### src/common/spi_cfg_pkg.sv
package spi_cfg_pkg;

	parameter int ADDR_W = 16;
	parameter int DATA_W = 8;
	parameter int FRAME_BITS = ADDR_W + DATA_W; // SCK cycles per frame

	// One queued SPI command, exactly one FIFO word
	typedef struct packed {
		logic              read;
		logic [ADDR_W-1:0] addr; // Top bit carries the read flag
		logic [DATA_W-1:0] data; // Zero for reads
	} spi_cmd_t;

	// Read result returned to the host
	typedef struct packed {
		logic [ADDR_W-1:0] addr;
		logic [DATA_W-1:0] data;
	} spi_rsp_t;

	// Host request, address without the read flag
	typedef struct packed {
		logic              read;
		logic              verify; // Read back after the write
		logic [ADDR_W-2:0] addr;
		logic [DATA_W-1:0] data;
	} host_req_t;

endpackage

### src/verilog/cfg_sequencer.sv
module cfg_sequencer
	import spi_cfg_pkg::*;
(
	input  logic      clk,
	input  logic      rst,
	input  logic      req,
	input  host_req_t req_data,
	output logic      busy,
	output logic      overflow,
	input  logic      full,
	output logic      push,
	output spi_cmd_t  cmd
);

	logic     push_r;    // First push of an accepted request
	spi_cmd_t cmd_r;
	logic     pending;   // Verify read still to be queued
	spi_cmd_t pend_cmd;
	logic     accept;
	logic     push_pend;

	// A push in flight is not yet reflected in full, so hold the host off
	assign busy = pending | full | push_r;
	assign accept = req & ~busy;

	// Second push waits one cycle after the first so full is current
	assign push_pend = pending & ~push_r & ~full;
	assign push = push_r | push_pend;
	assign cmd = push_r ? cmd_r : pend_cmd;

	always_ff @(posedge clk) begin
		if (rst) begin
			push_r <= 1'b0;
			pending <= 1'b0;
			overflow <= 1'b0;
		end else begin
			push_r <= accept;
			if (accept && req_data.verify && !req_data.read)
				pending <= 1'b1;
			else if (push_pend)
				pending <= 1'b0;
			if (req && busy)
				overflow <= 1'b1; // Sticky until reset
		end
	end

	always_ff @(posedge clk) begin
		if (accept) begin
			cmd_r.read <= req_data.read;
			cmd_r.addr <= {req_data.read, req_data.addr};
			cmd_r.data <= req_data.read ? '0 : req_data.data;
			pend_cmd.read <= 1'b1; // Readback of the same register
			pend_cmd.addr <= {1'b1, req_data.addr};
			pend_cmd.data <= '0;
		end
	end

endmodule

### src/verilog/cmd_fifo.sv
module cmd_fifo #(
	parameter type payload_t = logic [7:0],
	parameter int  FIFO_DEPTH = 4
) (
	input  logic     clk,
	input  logic     rst,
	input  logic     push,
	input  payload_t wr_data,
	input  logic     pop,
	output payload_t head,
	output logic     empty,
	output logic     full
);

	localparam int PTR_W = $clog2(FIFO_DEPTH);
	localparam int CNT_W = $clog2(FIFO_DEPTH + 1);

	payload_t         mem [FIFO_DEPTH];
	logic [PTR_W-1:0] wr_ptr;
	logic [PTR_W-1:0] rd_ptr;
	logic [CNT_W-1:0] count;
	logic             do_push;
	logic             do_pop;

	assign do_push = push & ~full;
	assign do_pop = pop & ~empty;
	assign empty = (count == '0);
	assign full = (count == CNT_W'(FIFO_DEPTH));
	assign head = mem[rd_ptr]; // Show-ahead

	always_ff @(posedge clk) begin
		if (rst) begin
			wr_ptr <= '0;
			rd_ptr <= '0;
			count <= '0;
		end else begin
			if (do_push)
				wr_ptr <= wr_ptr + 1'b1; // Depth is a power of two
			if (do_pop)
				rd_ptr <= rd_ptr + 1'b1;
			case ({do_push, do_pop})
				2'b10: count <= count + 1'b1;
				2'b01: count <= count - 1'b1;
				default: count <= count;
			endcase
		end
	end

	always_ff @(posedge clk) begin
		if (do_push)
			mem[wr_ptr] <= wr_data;
	end

endmodule

### src/spi_master/spi_master.sv
module spi_master
	import spi_cfg_pkg::*;
#(
	parameter int SCK_HALF = 4
) (
	input  logic     clk,
	input  logic     rst,
	input  logic     empty,
	input  spi_cmd_t head,
	output logic     pop,
	output logic     cs_n,
	output logic     sck,
	output logic     sdio_out,
	output logic     sdio_oe,
	input  logic     sdio_in,
	output logic     rsp_valid,
	output spi_rsp_t rsp
);

	localparam int HALF_W = $clog2(SCK_HALF + 1);
	localparam int EDGE_W = $clog2(FRAME_BITS + 1);

	typedef enum logic [1:0] {
		ST_IDLE,
		ST_LOAD,  // Pop cycle, head still holds the command
		ST_FRAME,
		ST_DONE
	} state_t;

	state_t                state;
	logic [HALF_W-1:0]     half_cnt;
	logic [EDGE_W-1:0]     edge_cnt;   // Rising edges so far
	logic                  sck_r;
	logic                  half_end;
	logic                  sck_rise;
	logic                  sck_fall;
	logic                  frame_end;
	logic [FRAME_BITS-1:0] tx_sr;
	logic [DATA_W-1:0]     rx_sr;
	logic                  rd_frame;
	logic [ADDR_W-1:0]     frame_addr;

	assign half_end = (state == ST_FRAME) && (half_cnt == HALF_W'(SCK_HALF - 1));
	assign sck_rise = half_end && !sck_r && (edge_cnt != EDGE_W'(FRAME_BITS));
	assign sck_fall = half_end && sck_r;

	// Trailing low half after the last falling edge closes the frame
	assign frame_end = half_end && !sck_r && (edge_cnt == EDGE_W'(FRAME_BITS));

	assign sck = sck_r;
	assign sdio_out = tx_sr[FRAME_BITS-1]; // MSB first, read flag leads

	always_ff @(posedge clk) begin
		if (rst) begin
			state <= ST_IDLE;
			pop <= 1'b0;
			cs_n <= 1'b1;
			sck_r <= 1'b0;
			sdio_oe <= 1'b0;
			half_cnt <= '0;
			edge_cnt <= '0;
			rsp_valid <= 1'b0;
		end else begin
			pop <= 1'b0;
			rsp_valid <= 1'b0;
			case (state)
				ST_IDLE: begin
					if (!empty) begin
						pop <= 1'b1;
						state <= ST_LOAD;
					end
				end
				ST_LOAD: begin
					cs_n <= 1'b0;
					sdio_oe <= 1'b1;
					half_cnt <= '0;
					edge_cnt <= '0;
					state <= ST_FRAME;
				end
				ST_FRAME: begin
					half_cnt <= half_end ? '0 : half_cnt + 1'b1;
					if (sck_rise) begin
						sck_r <= 1'b1;
						edge_cnt <= edge_cnt + 1'b1;
					end
					if (sck_fall) begin
						sck_r <= 1'b0;
						// Device takes the line after the last address bit
						if (rd_frame && edge_cnt == EDGE_W'(ADDR_W))
							sdio_oe <= 1'b0;
					end
					if (frame_end) begin
						cs_n <= 1'b1;
						sdio_oe <= 1'b0;
						state <= ST_DONE;
					end
				end
				ST_DONE: begin
					rsp_valid <= rd_frame; // Also the gap before the next pop
					state <= ST_IDLE;
				end
				default: state <= ST_IDLE;
			endcase
		end
	end

	always_ff @(posedge clk) begin
		if (state == ST_LOAD) begin
			tx_sr <= {head.addr, head.data};
			rd_frame <= head.read;
			frame_addr <= head.addr;
		end else if (sck_fall) begin
			tx_sr <= {tx_sr[FRAME_BITS-2:0], 1'b0};
		end
		if (sck_rise && edge_cnt >= EDGE_W'(ADDR_W))
			rx_sr <= {rx_sr[DATA_W-2:0], sdio_in}; // Data phase only
		if (frame_end) begin
			rsp.addr <= frame_addr;
			rsp.data <= rx_sr;
		end
	end

endmodule

### src/verilog/spi_cfg_top.sv
module spi_cfg_top
	import spi_cfg_pkg::*;
#(
	parameter int SCK_HALF = 4,
	parameter int FIFO_DEPTH = 4
) (
	input  logic      clk,
	input  logic      rst,
	input  logic      req,
	input  host_req_t req_data,
	output logic      busy,
	output logic      overflow,
	output logic      cs_n,
	output logic      sck,
	output logic      sdio_out,
	output logic      sdio_oe,
	input  logic      sdio_in,
	output logic      rsp_valid,
	output spi_rsp_t  rsp
);

	logic     push;
	logic     pop;
	logic     full;
	logic     empty;
	spi_cmd_t seq_cmd;
	spi_cmd_t fifo_head;

	cfg_sequencer u_seq (
		.clk      (clk),
		.rst      (rst),
		.req      (req),
		.req_data (req_data),
		.busy     (busy),
		.overflow (overflow),
		.full     (full),
		.push     (push),
		.cmd      (seq_cmd)
	);

	cmd_fifo #(
		.payload_t  (spi_cmd_t),
		.FIFO_DEPTH (FIFO_DEPTH)
	) u_fifo (
		.clk     (clk),
		.rst     (rst),
		.push    (push),
		.wr_data (seq_cmd),
		.pop     (pop),
		.head    (fifo_head),
		.empty   (empty),
		.full    (full)
	);

	spi_master #(
		.SCK_HALF (SCK_HALF)
	) u_master (
		.clk       (clk),
		.rst       (rst),
		.empty     (empty),
		.head      (fifo_head),
		.pop       (pop),
		.cs_n      (cs_n),
		.sck       (sck),
		.sdio_out  (sdio_out),
		.sdio_oe   (sdio_oe),
		.sdio_in   (sdio_in),
		.rsp_valid (rsp_valid),
		.rsp       (rsp)
	);

endmodule

### config.mk
export PLATFORM = sky130hd
export DESIGN_NAME = spi_cfg_top
export DESIGN_NICKNAME = d
export VERILOG_FILES = /design/src/common/spi_cfg_pkg.sv /design/src/verilog/cfg_sequencer.sv /design/src/verilog/cmd_fifo.sv /design/src/spi_master/spi_master.sv /design/src/verilog/spi_cfg_top.sv
export SDC_FILE = /design/constraint.sdc
export NUM_CORES = 1
export LEC_CHECK = 0
export BUFFER_PORTS_ARGS = -buffer_cell sky130_fd_sc_hd__clkbuf_2
export CAP_MARGIN = 20
export CELL_PAD_IN_SITES_DETAIL_PLACEMENT = 0
export CELL_PAD_IN_SITES_GLOBAL_PLACEMENT = 1
export CORE_MARGIN = 2
export CORE_UTILIZATION = 49
export CTS_BUF_LIST = sky130_fd_sc_hd__clkbuf_4
export DETAILED_ROUTE_END_ITERATION = 10
export PLACE_DENSITY_LB_ADDON = 0.1
export SKIP_CTS_REPAIR_TIMING = 1
export SYNTH_ARGS = -nofsm -noshare
export SYNTH_HDL_FRONTEND = slang
export SYNTH_SLANG_ARGS = --single-unit
### constraint.sdc
create_clock -name clk -period 2.5 [get_ports clk]
set_clock_uncertainty 0.2 [all_clocks]
set_input_delay 0 -clock clk [delete_from_list [all_inputs] [get_ports clk]]
set_output_delay 0 -clock clk [all_outputs]
set_load 0.02 [all_outputs]
==> metrics.txt <==
share of total power in combinational logic=0.118; fin crit share=0.9208; Final nets=649; GRT overflow=0; status=finished clean; placer congestion estimate=0.7232; DRT Pass-1 Iters=4; First DRT Iteration DRCs=247; cell taking the most area after synthesis=edfxtp_1; Cells on Worst Hold Path=2; Synth Flop Type=edfxtp_1; Req. time, crit path=2.86 ns; initial antenna violation count=0; Die Span Y=134.2 um; post-synthesis cell area=8305 um2; Port-buffer cells=59; post-route ant nets=0; CTS clk-pin slew, worst paths=0.06 ns; Clock power frac=0.355; syn nets=488; final setup fails=0; FF+latch count, synth=219; VDD IR max=410.2 uV; number of synthesized flops with an enable pin=192; arrival time at the worst endpoint=2.67 ns; synth unique cells=50; register share of total power=0.527; Vias=4362; Num CTS Buffers=56; Antenna Cells=0; Crit Path Max Fanout=8; TNS Setup=0 ns; deepest clock path buffer count=3; share of cells above drive strength 1=0.3282; critical path class=flip-flop to flip-flop; CTS tree=yes; Commonest cells post-synth=edfxtp_1, dfxtp_1, clkbuf_1; sw power=0.001953 W; worst rel slew slack=0.6545; Mapped Avg Cell Area=18.62 um2; FFs w/ async S/R, synth=0; H-tree lvl count=2; Layout area overhead=23.02%; RSZ-0062 raised after global routing=no; synth warn=0; CP Capture Type=flip-flop; worst slew pin tran=0.5182 ns; post-DR vias/cell=5.020; first-pass GRT wire length=21570 um; CP max stage delay=0.44 ns; hold_ws=0.1422 ns; clock sink count=219; Root Driver=clkbuf_4; worst-skew pair later-pin latency=0.65 ns; total core area=16580 um2; CP most frequent cell=inv_1; Worst Reg-to-Reg Cells=9; io pins=60; PwrDens=835.0 nW/um2; CP max stage cell=dfxtp_1; vias in the first global route=4236; f_max=434.4 MHz; GRT Total Usage=0.1569; Final Max Slew Viols=0; max-cap viol count=0; sequential share of the synthesized area=0.7593; Worst Setup Start Kind=flip-flop; top-count cell post-synth=edfxtp_1; pin count of the biggest net entering global routing=38; total internal power=0.006579 W; largest cells by area after synthesis=edfxtp_1, dfxtp_1, mux4_2; min cycle time layout=2.302 ns; leakage=3.702 nW; routed len/inst=16.24 um; post-synthesis instance total=446; Die W=134.2 um; Initial Util=0.5008; CP Cell Sequence=nor3b_2 > nor2_1 > inv_1 > ha_1 > inv_1 > fa_1 > xor2_1 > or3_1 > a21oi_1; HPWL Detailed=8013 um; type of the worst min-delay path=primary input to flip-flop; num rows=47; Sw Ratio=0.2290; Post-Route WL=14120 um; endpoints failing hold=0; share of the synthesized area in the top cell type=0.6942; die area=18010 um2; DRC Markers=0
-- power by group through the flow --
stage	Sequential (W)	Combinational [W]	Clock, W
floorplan	0.00454	0.000697	0
global route	0.00452	0.00110	0.00331
CTS	0.00450	0.000951	0.00314
detailed placement	0.00458	0.000954	0
finish	0.00450	0.00101	0.00303
global placement	0.00456	0.000933	0
-- stage by stage --
| stage | instances | power, W | cell area (um2) | util | setup slack, ns |
|---|---|---|---|---|---|
| global placement | 709 | 0.005489 | 8880 | 0.5355 | 0.2854 |
| global route | 869 | 0.008937 | 10220 | 0.6161 | 0.01416 |
| detailed placement | 709 | 0.005530 | 8880 | 0.5355 | 0.1256 |
| CTS | 809 | 0.008588 | 9612 | 0.5796 | 0.1107 |
| floorplan | 446 | 0.005240 | 8312 | - | 0.1421 |
| finish | 869 | 0.008532 | 10220 | 0.6161 | 0.1980 |
-- logic make-up (layout without fill, tap and decap cells) --
| kind of cell | count (synthesis) | count (layout) | share of synthesized area |
|---|---|---|---|
| AOI/OAI and AO/OA | 32 | 32 | 0.02441 |
| xor gates and xnor gates | 4 | 4 | 0.004218 |
| adders and majority gates | 13 | 13 | 0.02049 |
| buffers and inverters | 48 | 251 | 0.02757 |
| DFF | 219 | 219 | 0.7593 |
| muxes | 49 | 49 | 0.1064 |
| and+or+nand+nor | 81 | 81 | 0.05770 |
-- area by class of cell --
class                      instances  area, um2
inverter                          17      63.81
clock buffer                      88      660.6
timing repair buffer             134       1059
fill                            1269       6366
multi-input combinational        179       1782
tap                              220      275.3
sequential                       219       6306
clock inverter                    12      71.32
-- cells in the final DEF, fill, tap and decap left out, drive strengths merged, types with 2 or more instances in the layout --
cell / count
edfxtp: 192
clkbuf: 147
dlygate4sd3: 60
dfxtp: 27
mux4: 24
mux2: 23
inv: 17
buf: 15
a21oi: 13
ha: 12
nand2: 11
clkinv: 11
nor2b: 10
and2: 10
and3: 8
nor2: 8
nand3: 8
o21ai: 6
nand2b: 4
xor2: 4
o311ai: 4
nand3b: 3
nor3b: 3
o31ai: 2
or3b: 2
or2: 2
nor3: 2
or4: 2
mux2i: 2
nand4: 2
-- worst paths after layout --
kind / from / endpoint / slack [ns]
max reg2reg: u_fifo.count[2] / u_fifo.count[2] / 0.20
min reg2reg: u_master.frame_addr[6] / u_master.rsp[14] / 0.21
max: u_fifo.count[2] / u_fifo.count[2] / 0.20
min: req_data[24] / u_seq.cmd_r[23] / 0.14
-- flip-flops by register name, indices dropped and copies added, names as in the netlist, 5 cells and up, named ones only --
name	count
u_master.rsp	24
u_fifo.mem	96
u_master.edge_cnt	5
u_master.rx_sr	8
u_seq.cmd_r	24
u_master.frame_addr	16
u_master.tx_sr	24
-- critical path: cells and delay by family, from the launching register on --
kind / cells / cell delay, ns
AND/OR/NAND/NOR: 3 / 0.62
XOR/XNOR: 1 / 0.16
adder cells (fa/ha/maj): 2 / 0.54
flip-flops: 1 / 0.44
AO/OA/AOI/OAI: 1 / 0.15
buffers and inverters: 2 / 0.11
-- metal layers --
layer / wire length (um) / GRT usage / part of all wire
met4: 231 / 0.07368 / 0.016
met3: 817 / 0.03855 / 0.058
met5: 0 / 0 / 0
met2: 6883 / 0.2460 / 0.49
met1: 6182 / 0.2089 / 0.44
(Power assumes the default switching activity.)
